[config.mk]
export PLATFORM = sky130hd
export DESIGN_NAME = y86_execute
export DESIGN_NICKNAME = d
export VERILOG_FILES = /design/src/hdl/y86_pkg.sv /design/src/hdl/y86_execute.sv
export SDC_FILE = /design/constraint.sdc
export NUM_CORES = 1
export LEC_CHECK = 0
export ABC_AREA = 0
export BUFFER_PORTS_ARGS = -buffer_cell sky130_fd_sc_hd__buf_2
export CAP_MARGIN = 20
export CORE_UTILIZATION = 54
export CTS_CLUSTER_DIAMETER = 50
export DETAILED_ROUTE_END_ITERATION = 16
export GPL_TIMING_DRIVEN = 0
export MAX_ROUTING_LAYER = met4
export PLACE_DENSITY = 0.88
export REMOVE_ABC_BUFFERS = 1
export SETUP_SLACK_MARGIN = 0.15
export SLEW_MARGIN = 10
export SYNTH_ARGS = -nofsm -noshare
export SYNTH_HDL_FRONTEND = slang
export SYNTH_SLANG_ARGS = --single-unit
[constraint.sdc]
create_clock -name CLK -period 12.44 [get_ports CLK]
set_clock_uncertainty 0.05 [all_clocks]
set_input_delay 2.488 -clock CLK [delete_from_list [all_inputs] [get_ports CLK]]
set_output_delay 2.488 -clock CLK [all_outputs]
set_load 0.005 [all_outputs]
[src/hdl/y86_pkg.sv]
package y86_pkg;

	localparam int word_w = 64;
	localparam int reg_w = 4;
	localparam int imem_depth = 256;
	localparam int pc_w = 64;

	localparam logic [reg_w-1:0] rnone = 4'hf; // no register

	typedef enum logic [3:0] {
		i_halt   = 4'h0,
		i_nop    = 4'h1,
		i_rrmovq = 4'h2, // cmovXX too
		i_irmovq = 4'h3,
		i_rmmovq = 4'h4,
		i_mrmovq = 4'h5,
		i_opq    = 4'h6,
		i_jxx    = 4'h7,
		i_call   = 4'h8,
		i_ret    = 4'h9,
		i_pushq  = 4'ha,
		i_popq   = 4'hb
	} icode_t;

	typedef enum logic [3:0] {
		alu_add = 4'h0,
		alu_sub = 4'h1,
		alu_and = 4'h2,
		alu_xor = 4'h3
	} alu_fun_t;

	typedef enum logic [3:0] {
		c_always = 4'h0,
		c_le     = 4'h1,
		c_l      = 4'h2,
		c_e      = 4'h3,
		c_ne     = 4'h4,
		c_ge     = 4'h5,
		c_g      = 4'h6
	} cond_t;

	// status codes, same encoding as the Stat bus
	typedef enum logic [1:0] {
		s_aok = 2'h0,
		s_hlt = 2'h1,
		s_adr = 2'h2,
		s_ins = 2'h3
	} stat_t;

endpackage

[src/hdl/y86_execute.sv]
`timescale 1ns/1ps

module y86_execute (
	input  logic                             CLK,
	input  logic                             reset,
	input  y86_pkg::stat_t                   e_stat,
	input  y86_pkg::icode_t                  e_icode,
	input  logic [3:0]                       e_ifun,
	input  logic [y86_pkg::word_w-1:0]       e_valc,
	input  logic [y86_pkg::word_w-1:0]       e_vala,
	input  logic [y86_pkg::word_w-1:0]       e_valb,
	input  logic [y86_pkg::reg_w-1:0]        e_dst,
	input  y86_pkg::stat_t                   w_stat,
	output logic [y86_pkg::word_w-1:0]       x_val,
	output logic [y86_pkg::reg_w-1:0]        x_dst,
	output y86_pkg::stat_t                   x_stat,
	output logic                             mispredict,
	output logic [y86_pkg::pc_w-1:0]         redirect_pc
);

	logic [y86_pkg::word_w-1:0] alu_a;
	logic [y86_pkg::word_w-1:0] alu_b;
	logic [y86_pkg::word_w-1:0] alu_res;
	y86_pkg::alu_fun_t          alu_fun;
	logic set_cc;
	logic new_of;
	logic cnd;
	logic zf;
	logic sf;
	logic of;

	always_comb
	begin
		case (e_icode)
			y86_pkg::i_rrmovq:
			begin
				alu_a = e_vala;
				alu_b = '0;
			end
			y86_pkg::i_irmovq:
			begin
				alu_a = e_valc;
				alu_b = '0;
			end
			y86_pkg::i_opq:
			begin
				alu_a = e_vala;
				alu_b = e_valb;
			end
			default:
			begin
				alu_a = '0;
				alu_b = '0;
			end
		endcase
	end

	assign alu_fun = (e_icode == y86_pkg::i_opq) ? y86_pkg::alu_fun_t'(e_ifun) : y86_pkg::alu_add;

	always_comb
	begin
		case (alu_fun)
			y86_pkg::alu_add: alu_res = alu_b + alu_a;
			y86_pkg::alu_sub: alu_res = alu_b - alu_a; // rB - rA
			y86_pkg::alu_and: alu_res = alu_b & alu_a;
			y86_pkg::alu_xor: alu_res = alu_b ^ alu_a;
			default:          alu_res = '0;
		endcase
	end

	// signed overflow, logic ops clear it
	always_comb
	begin
		case (alu_fun)
			y86_pkg::alu_add: new_of = (alu_a[63] == alu_b[63]) && (alu_res[63] != alu_a[63]);
			y86_pkg::alu_sub: new_of = (alu_a[63] != alu_b[63]) && (alu_res[63] != alu_b[63]);
			default:          new_of = 1'b0;
		endcase
	end

	// no cc change behind a stopped instruction
	assign set_cc = (e_icode == y86_pkg::i_opq) && (e_stat == y86_pkg::s_aok) &&
		(w_stat == y86_pkg::s_aok);

	always_ff @(posedge CLK or posedge reset)
	begin
		if (reset)
		begin
			zf <= 1'b0;
			sf <= 1'b0;
			of <= 1'b0;
		end
		else if (set_cc)
		begin
			zf <= (alu_res == '0);
			sf <= alu_res[63];
			of <= new_of;
		end
	end

	always_comb
	begin
		case (y86_pkg::cond_t'(e_ifun))
			y86_pkg::c_always: cnd = 1'b1;
			y86_pkg::c_le:     cnd = (sf ^ of) | zf;
			y86_pkg::c_l:      cnd = sf ^ of;
			y86_pkg::c_e:      cnd = zf;
			y86_pkg::c_ne:     cnd = ~zf;
			y86_pkg::c_ge:     cnd = ~(sf ^ of);
			y86_pkg::c_g:      cnd = ~(sf ^ of) & ~zf;
			default:           cnd = 1'b0;
		endcase
	end

	assign x_val = alu_res;
	assign x_dst = (e_icode == y86_pkg::i_rrmovq && !cnd) ? y86_pkg::rnone : e_dst;
	assign x_stat = e_stat;

	// predicted taken, so a failed condition means fall through
	assign mispredict = (e_icode == y86_pkg::i_jxx) && !cnd && (e_stat == y86_pkg::s_aok);
	assign redirect_pc = e_vala; // valP of the jump

endmodule

==> metrics.txt <==
status complete, no violations; core footprint 18800 um^2; net count reported at finish 2070; Tcrit/Tclk final 95.3%; CTS tree yes; DRC 0; Leak 5.86 nW; flop2flop setup slack 11600 ps; number of DRC markers in iteration 0 1154; worst hold path startpoint zf$_DFFE_PP0P_; CP Data Required Time 9900 ps; Die X-Extent 141 um; Peak supply drop 0.0000399 V; Die Y 141 um; initial core utilization 55.5%; Synth Instances 1542; Via density 6.51; drt first pass iters 6; Worst Hold Path EP zf$_DFFE_PP0P_; vias in the first global route 12110; synthesis-to-finish area growth 13.0%; Tmin final 11850 ps; CP endpoint kind output port; Antenna Violating Nets Remaining 0; Root Buffer clkbuf_16; #FFs+latches synth 3; Slew Viols, Final 0; ys flop type dfrtp_1; largest family of logic cells by synthesized area compound AO/OA/AOI/OAI gates; Worst-Skew Late Latency 220 ps; pre-CTS setup slack -150 ps; Total Routing Usage GR 41.7%; clk slew on worst S/H paths 30 ps; crit start category input pin; fill count 1797; CP Class input pin to output port; most common cell after layout, fill and taps aside buf_2; CTS Buf Count 3; area of the die 19900 um^2; I/O pin cnt 345; Slew headroom 26.9%; most frequent cells in the layout 341 x buf_2, 134 x nand2_1, 126 x a21oi_1, 126 x ha_1, 109 x nor2_1; cell area after layout 11800 um^2; Slew @ Worst Pin 1080 ps; simple-gate share of the synthesized area 27.0%; reg-to-reg critical path startpoint sf$_DFFE_PP0P_; Synth cell types 96; Critical Path Fanout Max 36; Crit-path slowest cell or4b_2; share of cells above drive strength 1 23.1%; CP max stage delay 630 ps; post-CTS setup buffer count 0; Clock Path Buffers 2; post-synthesis sequential area ratio 0.719%; Fin. Hold Viols 0; Min-Delay Path Class flip-flop to flip-flop; reg-to-reg critical path endpoint sf$_DFFE_PP0P_; largest net degree at the start of global routing 75; Post-synth ARST share 100%; DR vias 12989; H-tree depth 1; WL/cell 20.9 um; Tot Pwr 0.553 mW; Port Buffers 344; Post-DP HPWL 33700 um; CTS Sinks 3; Critical Path AT 9320 ps; setup TNS 0 ps; PD cells 46.9 nW/um^2; first-pass GRT wire length 64200 um; unrepaired setup endpoints after global routing no; Post-synth EDFFs 0; routability congestion estimate 0.997; row cnt 50; Syn Area/Cell 6.78 um^2; Placement Cell Area 11700 um^2; Overflow after GRT 0; Routed WL 41700 um; Cell Area, Synth 10400 um^2; FMAX 84.4 MHz; R2R cell count 1; hold-critical path depth 2; mux cell area share after synthesis 6.69%; initial antenna violation count 2; Ys Warns 0; Final setup violation count 0; max-cap violation count 0; XOR/XNOR Fraction of Synth Area 8.79%; Synth Area in Compound Gates 31.3%; Setup WS post-layout 586 ps; Synth Area in Adders 15.4%; most common cell type on the critical path nor2_1
## sequential cells by signal, indices dropped and copies added, names as in the netlist
register / count
of: 1
sf: 1
zf: 1
## cells in the mapped netlist (all sizes together) (4+ instances only)
| cell type | n | area share [%] |
|---|---|---|
| nand2 | 136 | 5.0 |
| a21oi | 127 | 6.1 |
| ha | 126 | 15 |
| nor2 | 109 | 3.9 |
| buf | 105 | 6.6 |
| o21ai | 105 | 5.1 |
| and2 | 72 | 4.3 |
| xnor2 | 68 | 5.8 |
| mux2i | 62 | 5.9 |
| clkbuf | 57 | 2.0 |
| inv | 41 | 1.5 |
| nor3 | 41 | 2.0 |
| a22oi | 39 | 2.8 |
| xor2 | 36 | 3.0 |
| nand3 | 28 | 1.4 |
| o22ai | 28 | 1.7 |
| a21o | 26 | 1.9 |
| nand2b | 23 | 1.4 |
| a31oi | 22 | 1.5 |
| o21a | 18 | 1.3 |
| nor4 | 17 | 1.2 |
| nand3b | 16 | 1.1 |
| nand4 | 16 | 0.96 |
| o21bai | 16 | 1.1 |
| a211oi | 15 | 1.3 |
| a22o | 13 | 1.1 |
| and3 | 13 | 0.78 |
| nor2b | 13 | 0.78 |
| o211ai | 13 | 1.0 |
| or3 | 12 | 0.72 |
| o32ai | 11 | 0.92 |
| o31ai | 9 | 0.65 |
| a21boi | 7 | 0.50 |
| mux2 | 7 | 0.75 |
| nor3b | 7 | 0.55 |
| or2 | 7 | 0.42 |
| o2111ai | 6 | 0.50 |
| a41oi | 5 | 0.42 |
| or4 | 5 | 0.36 |
| a211o | 4 | 0.34 |
| and3b | 4 | 0.34 |
| and4 | 4 | 0.34 |
| o31a | 4 | 0.34 |
| or4b | 4 | 0.38 |
## critical path: cells and delay by family
kind            cells  cell delay [ps]
simple gates       11             2630
buf+inv             3              660
xor+xnor            1              170
mux                 1              320
fa+ha+maj           1              400
compound gates      9             2590
## how the worst max path moves through the flow
stage               startpoint        end  slack [ps]  depth (start not counted)
CTS                 e_icode[0]  x_val[60]         240                         22
floorplan           e_icode[3]  x_val[61]        1890                         24
finish              e_icode[2]  x_val[61]         590                         26
global placement    e_icode[0]  x_val[60]       -1250                         24
global route        e_icode[0]  x_val[61]         290                         26
detailed placement  e_icode[0]  x_val[60]        -150                         22
## power by group
group	internal, mW	switching [mW]
combinational	0.197	0.293
sequential	0.0101	0.000226
clock	0.0424	0.0101
## routing by layer
metal	vias up	wire [um]	global-route usage (%)
li1	6030	-	-
met1	6023	17000	49.9
met2	799	19300	70.0
met3	137	3210	3.50
met4	0	2180	21.2
met5	-	0	-
## logic make-up after synthesis
group,after synthesis
adder cells (fa/ha/maj),128
flip-flops,3
buffers and inverters,203
multiplexers,69
AO/OA/AOI/OAI,496
XOR/XNOR,104
AND/OR/NAND/NOR,539
## what timing repair did
action | 4_1_cts | 5_1_grt
cloned | 0 | 0
resized for setup | 1 | 7
hold buffers | 0 | 0
pin swaps | 0 | 0
setup endpoints to repair | 2 | 2
hold endpoints to repair | 0 | 0
## layout make-up
class                      count  area, um^2  share of cell area, %
sequential                     3        75.1                  0.636
timing repair buffer         348        1820                   15.4
clock buffer                   4        78.8                  0.667
antenna                        2        5.00                 0.0424
multi-input combinational   1336        9350                   79.2
inverter                      41         156                   1.32
tap                          260         325                   2.75
## through the flow
step                      instances  hold WS [ps]  utilization [%]
after floorplan                1380           420                -
after global placement         1984           439             61.6
after detailed placement       1988           457             62.2
after CTS                      1992           484             62.6
after global routing           1994           514             62.7
final                          1994           490             62.7
No activity file was read; power rests on OpenSTA's default activity.
