$ cat src/hdl/y86_pkg.sv
package y86_pkg;

	localparam int word_w = 64;
	localparam int reg_w = 4;
	localparam int imem_depth = 256;
	localparam int pc_w = 64;

	localparam logic [reg_w-1:0] rnone = 4'hf; // no register

	typedef enum logic [3:0] {
		i_halt   = 4'h0,
		i_nop    = 4'h1,
		i_rrmovq = 4'h2, // cmovXX too
		i_irmovq = 4'h3,
		i_rmmovq = 4'h4,
		i_mrmovq = 4'h5,
		i_opq    = 4'h6,
		i_jxx    = 4'h7,
		i_call   = 4'h8,
		i_ret    = 4'h9,
		i_pushq  = 4'ha,
		i_popq   = 4'hb
	} icode_t;

	typedef enum logic [3:0] {
		alu_add = 4'h0,
		alu_sub = 4'h1,
		alu_and = 4'h2,
		alu_xor = 4'h3
	} alu_fun_t;

	typedef enum logic [3:0] {
		c_always = 4'h0,
		c_le     = 4'h1,
		c_l      = 4'h2,
		c_e      = 4'h3,
		c_ne     = 4'h4,
		c_ge     = 4'h5,
		c_g      = 4'h6
	} cond_t;

	// status codes, same encoding as the Stat bus
	typedef enum logic [1:0] {
		s_aok = 2'h0,
		s_hlt = 2'h1,
		s_adr = 2'h2,
		s_ins = 2'h3
	} stat_t;

endpackage

$ cat src/hdl/y86_result.sv
`timescale 1ns/1ps

module y86_result (
	input  logic                             CLK,
	input  logic                             reset,
	input  logic [y86_pkg::word_w-1:0]       x_val,
	input  logic [y86_pkg::reg_w-1:0]        x_dst,
	input  y86_pkg::stat_t                   x_stat,
	output y86_pkg::stat_t                   w_stat,
	output logic                             wb_valid,
	output logic [y86_pkg::reg_w-1:0]        wb_dst,
	output logic [y86_pkg::word_w-1:0]       wb_val,
	output y86_pkg::stat_t                   stat
);

	logic [y86_pkg::word_w-1:0] w_val;
	logic [y86_pkg::reg_w-1:0]  w_dst;

	always_ff @(posedge CLK or posedge reset)
	begin
		if (reset)
		begin
			w_stat <= y86_pkg::s_aok;
			w_dst <= y86_pkg::rnone;
			w_val <= '0;
		end
		else if (w_stat == y86_pkg::s_aok) // frozen once stopped
		begin
			w_stat <= x_stat;
			w_dst <= x_dst;
			w_val <= x_val;
		end
	end

	// stopping instruction commits nothing
	assign wb_dst = (w_stat == y86_pkg::s_aok) ? w_dst : y86_pkg::rnone;
	assign wb_valid = (w_stat == y86_pkg::s_aok) && (w_dst != y86_pkg::rnone);
	assign wb_val = w_val;
	assign stat = w_stat;

endmodule

$ cat config.mk
export PLATFORM = sky130hd
export DESIGN_NAME = y86_result
export DESIGN_NICKNAME = d
export VERILOG_FILES = /design/src/hdl/y86_pkg.sv /design/src/hdl/y86_result.sv
export SDC_FILE = /design/constraint.sdc
export NUM_CORES = 1
export LEC_CHECK = 0
export BUFFER_PORTS_ARGS = -buffer_cell sky130_fd_sc_hd__buf_2
export CELL_PAD_IN_SITES_DETAIL_PLACEMENT = 1
export CELL_PAD_IN_SITES_GLOBAL_PLACEMENT = 2
export CORE_ASPECT_RATIO = 1.5
export CORE_MARGIN = 3
export CORE_UTILIZATION = 30
export CTS_CLUSTER_SIZE = 16
export DETAILED_ROUTE_END_ITERATION = 12
export HOLD_SLACK_MARGIN = 0.06
export PLACE_DENSITY = 0.79
export SETUP_SLACK_MARGIN = 0.1
export SYNTH_ARGS = -nofsm -noshare
export SYNTH_HDL_FRONTEND = slang
export SYNTH_SLANG_ARGS = --single-unit
$ cat constraint.sdc
create_clock -name CLK -period 2.2 [get_ports CLK]
set_clock_uncertainty 0.15 [all_clocks]
set_input_delay 0 -clock CLK [delete_from_list [all_inputs] [get_ports CLK]]
set_output_delay 0 -clock CLK [all_outputs]
set_load 0.02 [all_outputs]
==> summary.md, run 1 <==
| Metric | Value |
|---|---|
| Post-Syn Instances | `159` |
| Final layout net count | `452` |
| Vias in the first global route | `2477` |
| Diodes inserted | `0` |
| Reg2Reg Depth | `3` |
| # Post-CTS Setup Buffers | `0` |
| Top Family by Delay on Critical Path | `flip-flops` |
| RSZ-0062 raised after global routing | `false` |
| Worst path depth | `4` |
| Routed WL | `7.87 mm` |
| Clk sink count | `70` |
| Busiest metal layer after global routing | `met2` |
| Syn Std Cell Area | `0.00291 mm2` |
| FF+latch count, synth | `70` |
| Worst-Skew Late Latency | `0.33 ns` |
| Worst-path clk slew | `roughly 0.060 ns` |
| WP data arrival | `1.86 ns` |
| Die Height | `127 um` |
| Leak pwr | `2.43 nW` |
| Area delta synth->final | `60.7%` |
| DRT Pass-1 Iters | `4` |
| Clock Path Buffers | `2` |
| CTS root buffer | `clkbuf_16` |
| Status | `complete, no violations` |
| Max_cap viols | `0` |
| Synth top area share | `56.7%` |
| Via density | `4.38` |
| Commonest non-fill, non-tap cell in the layout | `buf_2` |
| Worst path slowest cell | `dfrtp_1` |
| Max_slew headroom | `69.4%` |
| Critical path's largest stage delay | `0.47 ns` |
| Post-synth cell types | `15` |
| Worst path cell trace | `or2_4, buf_12, a41oi_1, buf_2` |
| GRT Overall Usage | `15.1%` |
| Post-route DRC | `0` |
| Max Fclk | `498 MHz` |
| Initial antenna violation count | `0` |
| Max VDD drop | `415 uV` |
| Share of layout cells above drive strength 1 | `roughly three fifths` |
| # rows | `43` |
| Core Util, Final | `between 40 and 50%` |
| PD cells | `661 mW/mm2` |
| CTS buffer count | `9` |
| Synth area leaders | `dfrtp_1 57%, mux2_4 25%, mux2_2 7.3%, dfstp_2 3.6%, buf_12 3.4%` |
| Tmin final | `approximately 2 ns` |
| Met2 global-route usage | `27.5%` |
| Met1 GRT Util | `16.5%` |
| Buf/Inv on CP | `2` |
| IO buf count | `between 100 and 150` |
| Setup_tns | `0 ns` |
| Final ANT Viol Nets | `0` |
| Initial core utilization | `between 30 and 40%` |
| Sequential area share after synthesis | `~60%` |
| CTS tree | `built` |
| Fin crit share | `91.3%` |
| DRT iter0 DRCs | `39` |
| Fill count | `1006` |
| Routed WL per cell | `15.9 um` |
| DP HPWL | `5.08 mm` |
| DP Cell Count | `410` |
| Cell taking the most area after synthesis | `dfrtp_1` |
| Setup violators final | `0` |
| Max-slew violations | `0` |
| Worst Path Required | `2.05 ns` |
| Routing usage on met3 | `3.57%` |
| Synthesized area per cell | `18.3 um2` |
| Worst Hold Class | `primary input to asynchronous set/reset pin` |
| Syn_nets | `231` |
| H-tree Lvls | `3` |
| Critical path class | `flip-flop to output pin` |
| Final hold viol count | `0` |
| Vias | `2169` |
| Placeable core area | `0.00936 mm2` |
| Crit. End Element | `output pin` |
| Worst Tran Pin Value | `0.459 ns` |
| Most frequent cells in the layout | `144 x buf_2, 71 x dlygate4sd3_1, 66 x dfrtp_1` |
| # IOs | `~150` |
| Layout Cells excl Fill | `495` |
| Grt ovf | `0` |
| Largest net degree at the start of global routing | `36` |
| Crit path max fanout | `27` |
| Die Wd | `about 86 um` |
| Setup crit start kind | `flip-flop` |
| First-pass GRT wire length | `12.6 mm` |
| Gpl congestion | `0.741` |
| Die area | `0.0109 mm2` |
| Synth warn | `0` |
==> report_power, final <==
group / internal (W) / leakage (nW) / total, W / switching [W]
Sequential: 0.00135 / 0.810 / 0.00138 / 0.0000326
Clock: 0.000775 / 0.126 / 0.00129 / 0.000511
Combinational: 0.000240 / 1.50 / 0.000424 / 0.000184
==> routing by layer <==
metal | wire length (um) | part of all wire [%]
met1 | 2890 | 37
met2 | 4480 | 57
met3 | 386 | 4.9
met4 | 109 | 1.4
met5 | 0 | 0
==> per-stage QoR <==
step                      power, W  hold slack [ns]  instance area [um2]  worst slack (ns)
after floorplan            0.00157          -0.0289                 2910             0.288
after global placement     0.00172           -0.107                 3700             0.476
after detailed placement   0.00173           -0.107                 3700             0.408
after CTS                  0.00314           0.0866                 4680             0.149
after global routing       0.00324            0.134                 4680             0.119
final                      0.00309           0.0941                 4680             0.191
==> Yosys cell counts <==
cell and count:
a21o_1 1, mux2_4 49, inv_1 3, or3_1 4, buf_4 2, buf_12 5
a41oi_1 1, or2_4 1, nor2_1 1, o21ai_0 1, dfstp_2 4, dfrtp_1 66
buf_2 1, mux2_2 19, buf_8 1
==> registers in the layout, summed over array words and instances, names as in the netlist <==
| signal | count |
|---|---|
| wb_val | 64 |
| stat | 2 |
| w_dst | 4 |
==> worst reg2reg max path, stage by stage, from the launching register on <==
cell     delay, ns
dfrtp_1       0.49
or2_4         0.40
buf_12        0.28
mux2_2        0.37
==> logic make-up (layout without fill, tap and decap cells) <==
group | count (synthesis) | in the layout | synth area share (%)
DFF | 70 | 70 | 60.3
AOI/OAI and AO/OA | 3 | 3 | 0.731
muxes | 68 | 68 | 32.6
buffers and inverters | 12 | 236 | 5.03
and+or+nand+nor | 6 | 6 | 1.29
==> final cells by class <==
| class | instances | area, um2 | share of cell area [%] |
|---|---|---|---|
| Clock inverter | 4 | 25.0 | 0.535 |
| Sequential cell | 70 | 1760 | 37.5 |
| Inverter | 3 | 11.3 | 0.241 |
| Clock buffer | 10 | 239 | 5.11 |
| Timing Repair Buffer | 219 | 1500 | 32.0 |
| Multi-Input combinational cell | 77 | 1010 | 21.6 |
| Tap cell | 112 | 140 | 2.99 |
==> repair_timing <==
item,CTS,global route
endpoints found under the hold margin,136,0
resized for setup,0,0
hold buffers,71,0
==> final timing paths <==
kind / slack [ns] / startpoint / endpoint
max: 0.19 / stat[1]$_DFFE_PP0N_ / wb_valid
min: 0.09 / reset / wb_val[16]$_DFFE_PP0N_
max reg2reg: 0.39 / stat[1]$_DFFE_PP0N_ / wb_val[16]$_DFFE_PP0N_
min reg2reg: 0.35 / wb_val[23]$_DFFE_PP0N_ / wb_val[23]$_DFFE_PP0N_
max in group asynchronous: 1.19 / reset / w_dst[1]$_DFFE_PP1N_
min in group CLK: 0.27 / x_stat[1] / stat[1]$_DFFE_PP0N_
Power figures use the tool's default switching activity.
==> inputs of run 2 (changes only) <==
- ABC_AREA: default -> 1
- CORE_UTILIZATION: 30 -> 22
- CTS_CLUSTER_DIAMETER: default -> 200
- PLACE_DENSITY: 0.79 -> 0.75
- clock period: 2.2 -> 1.62 ns (I/O delays scaled with it)
==> run 2 against run 1 <==
Non-clock buffer count grew 13. Design area is 4.4% higher. Worst setup slack got worse by 0.039 ns. Combinational power is 38% lower. Largest cell class unchanged.
==> summary.md, run 2 <==
| Metric | Value |
|---|---|
| Status | `complete, no violations` |
| Fin crit share | `90.6%` |
| Largest net degree at the start of global routing | `71 (+97%)` |
| Final hold viol count | `0 (unchanged)` |
| Vias | `2841 (+31%)` |
| Clock Path Buffers | `2 (unchanged)` |
| PD cells | `848 mW/mm2 (+28%)` |
| IO buf count | `144 (unchanged)` |
| DRT Pass-1 Iters | `4 (unchanged)` |
| Sequential area share after synthesis | `64.7% (+4.4 points)` |
| DP HPWL | `5.95 mm (+17%)` |
| Final layout net count | `610 (+35%)` |
| Leak pwr | `2.34 nW (-3.9%)` |
| Post-route DRC | `0 (unchanged)` |
| First-pass GRT wire length | `15.5 mm (+23%)` |
| Commonest non-fill, non-tap cell in the layout | `nand2_1` |
| Routed WL | `10.0 mm (+28%)` |
| Number of flops mapped to enable cells by yosys | `0 (unchanged)` |
| CTS root buffer | `clkbuf_16` |
| Synthesized area per cell | `8.73 um2 (-52%)` |
| Max-slew violations | `0 (unchanged)` |
| Worst-path clk slew | `0.06 ns (about the same)` |
| Tmin final | `1.47 ns` |
| GRT Overall Usage | `14.4% (-0.72 points)` |
| Fill count | `1456 (+45%)` |
| Async set-or-reset flop fraction in the synthesized netlist | `100% (unchanged)` |
| H-tree Lvls | `3 (unchanged)` |
| Most used DFF post-synth | `dfrtp_1` |
| Worst-Skew Late Latency | `0.33 ns (about the same)` |
| Share of layout cells above drive strength 1 | `35.4% (-26 points)` |
| DRT iter0 DRCs | `58 (+49%)` |
| Max_slew headroom | `72.3% (+2.9 points)` |
| Initial core utilization | `22.6% (-8.5 points)` |
| Diodes inserted | `0 (unchanged)` |
| Initial antenna violation count | `0 (unchanged)` |
| Synth top cells by count | `214 x nand2_1, 66 x dfrtp_1, 12 x buf_2` |
| Setup_tns | `0 ns (unchanged)` |
| # IOs | `145 (unchanged)` |
| Worst Hold Class | `primary input to asynchronous set/reset pin` |
| Synth area leaders | `dfrtp_1 61%, nand2_1 30%, dfstp_2 3.9%, buf_2 2.2%, buf_6 0.83%` |
| Die area | `0.0137 mm2 (+25%)` |
| Vias in the first global route | `3064 (+24%)` |
| Syn Std Cell Area | `0.00271 mm2 (-6.8%)` |
| Routed WL per cell | `14.4 um (-9.2%)` |
| Final ANT Viol Nets | `0 (unchanged)` |
| Worst Tran Pin Value | `0.416 ns (-0.0428 ns)` |
| Layout Cells excl Fill | `696 (+41%)` |
| Crit. End Element | `output pin` |
| Max FFs per register | `64 (unchanged)` |
| Most frequent cells in the layout | `211 x nand2_1, 139 x buf_2, 71 x dlygate4sd3_1` |
| Critical path class | `flip-flop to output pin` |
| Setup violators final | `0 (unchanged)` |
| Clk sink count | `70 (unchanged)` |
| Die Height | `142 um (+12%)` |
| Post-synth cell types | `11 (-4)` |
| WP data arrival | `1.32 ns (-0.54 ns)` |
| CTS buffer count | `9 (unchanged)` |
| Max Fclk | `681 MHz` |
| # rows | `49 (+14%)` |
| Most frequent cell after synthesis | `nand2_1` |
| CTS tree | `built` |
| Syn_nets | `383 (+66%)` |
| Placeable core area | `0.0120 mm2 (+28%)` |
| Area delta synth->final | `80.0%` |
| Synth warn | `0 (unchanged)` |
| Max VDD drop | `451 uV (+8.5%)` |
| Via density | `4.08 (-6.8%)` |
| Max_cap viols | `0 (unchanged)` |
| Setup crit start kind | `flip-flop` |
| FF+latch count, synth | `70 (unchanged)` |
| RSZ-0062 raised after global routing | `true` |
| Worst Path Required | `1.47 ns (-0.58 ns)` |
| Gpl congestion | `0.708 (-4.5%)` |
| Cell taking the most area after synthesis | `dfrtp_1` |
| Core Util, Final | `40.7% (-9.3 points)` |
| DP Cell Count | `597 (+46%)` |
| Worst hold slack | `0.153 ns (+0.0586 ns)` |
| Die Wd | `96.7 um (+12%)` |
| Post-Syn Instances | `311 (+96%)` |
| Synth top area share | `60.9% (+4.1 points)` |
| Grt ovf | `0 (unchanged)` |
| Crit path max fanout | `15 (-44%)` |
-- run 2: per-layer routing --
metal	wire (um)	GRT usage, %
met5	0	0
met4	251	6.66
met3	434	3.19
met2	5700	28.0
met1	3650	14.5
-- run 2: worst max-delay path: stages, from the launching register on --
cell,delay [ns]
dfrtp_2,0.43
inv_2,0.10
nand2_4,0.08
buf_12,0.16
nor2_4,0.10
buf_6,0.12
-- run 2: report_power, final --
| part | internal [W] | switching (W) |
|---|---|---|
| logic | 0.000176 | 0.0000887 |
| registers | 0.00175 | 0 |
| clock network | 0.00138 | 0.000748 |
| total | 0.00331 | 0.000836 |
-- run 2: through the flow --
step	cell area, um2	setup slack [ns]	power (W)
after floorplan	2720	0.329	0.00181
after global placement	3590	0.257	0.00191
after detailed placement	3590	0.241	0.00191
after CTS	4820	0.111	0.00423
after global routing	4890	0.0859	0.00434
final	4890	0.152	0.00415
-- run 2: layout make-up --
cell class / count / area, um2 / share of cell area (%)
multi-input cells: 218 / 848 / 17.4
repair buffers: 232 / 1730 / 35.5
clock inverters: 6 / 85.1 / 1.74
flip-flops and latches: 70 / 1760 / 36.0
clock buffers: 10 / 239 / 4.89
well taps: 153 / 191 / 3.92
inverters: 7 / 30.0 / 0.615
-- run 2: path summary, 6_finish.rpt --
| kind | start | end | slack [ns] | cells past startpoint |
|---|---|---|---|---|
| setup reg to reg | stat[1]$_DFFE_PP0N_ | wb_val[29]$_DFFE_PP0N_ | 0.16 | 5 |
| hold reg to reg | wb_val[11]$_DFFE_PP0N_ | wb_val[11]$_DFFE_PP0N_ | 0.31 | 2 |
| min in group CLK | x_val[3] | wb_val[3]$_DFFE_PP0N_ | 0.25 | 4 |
| setup / recovery | stat[0]$_DFFE_PP0N_ | wb_valid | 0.15 | 5 |
| max in group asynchronous | reset | w_dst[1]$_DFFE_PP1N_ | 0.82 | 4 |
| hold / removal | reset | wb_val[45]$_DFFE_PP0N_ | 0.15 | 4 |
-- run 2: repair_timing --
item                       in CTS  in global routing
gates resized for setup        11                 12
buffers inserted                7                  1
pin swaps                       1                  1
hold buffers                   71                  0
hold endpoints to repair      140                  0
gates cloned                    3                  1
setup endpoints to repair       5                  8
-- run 2: kinds of logic (layout without fill, tap and decap cells) --
| group | count (synthesis) | count (layout) | share of synthesized area, % |
|---|---|---|---|
| buffers and inverters | 23 | 255 | 4.56 |
| flip-flops | 70 | 70 | 64.7 |
| AND/OR/NAND/NOR | 218 | 218 | 30.7 |
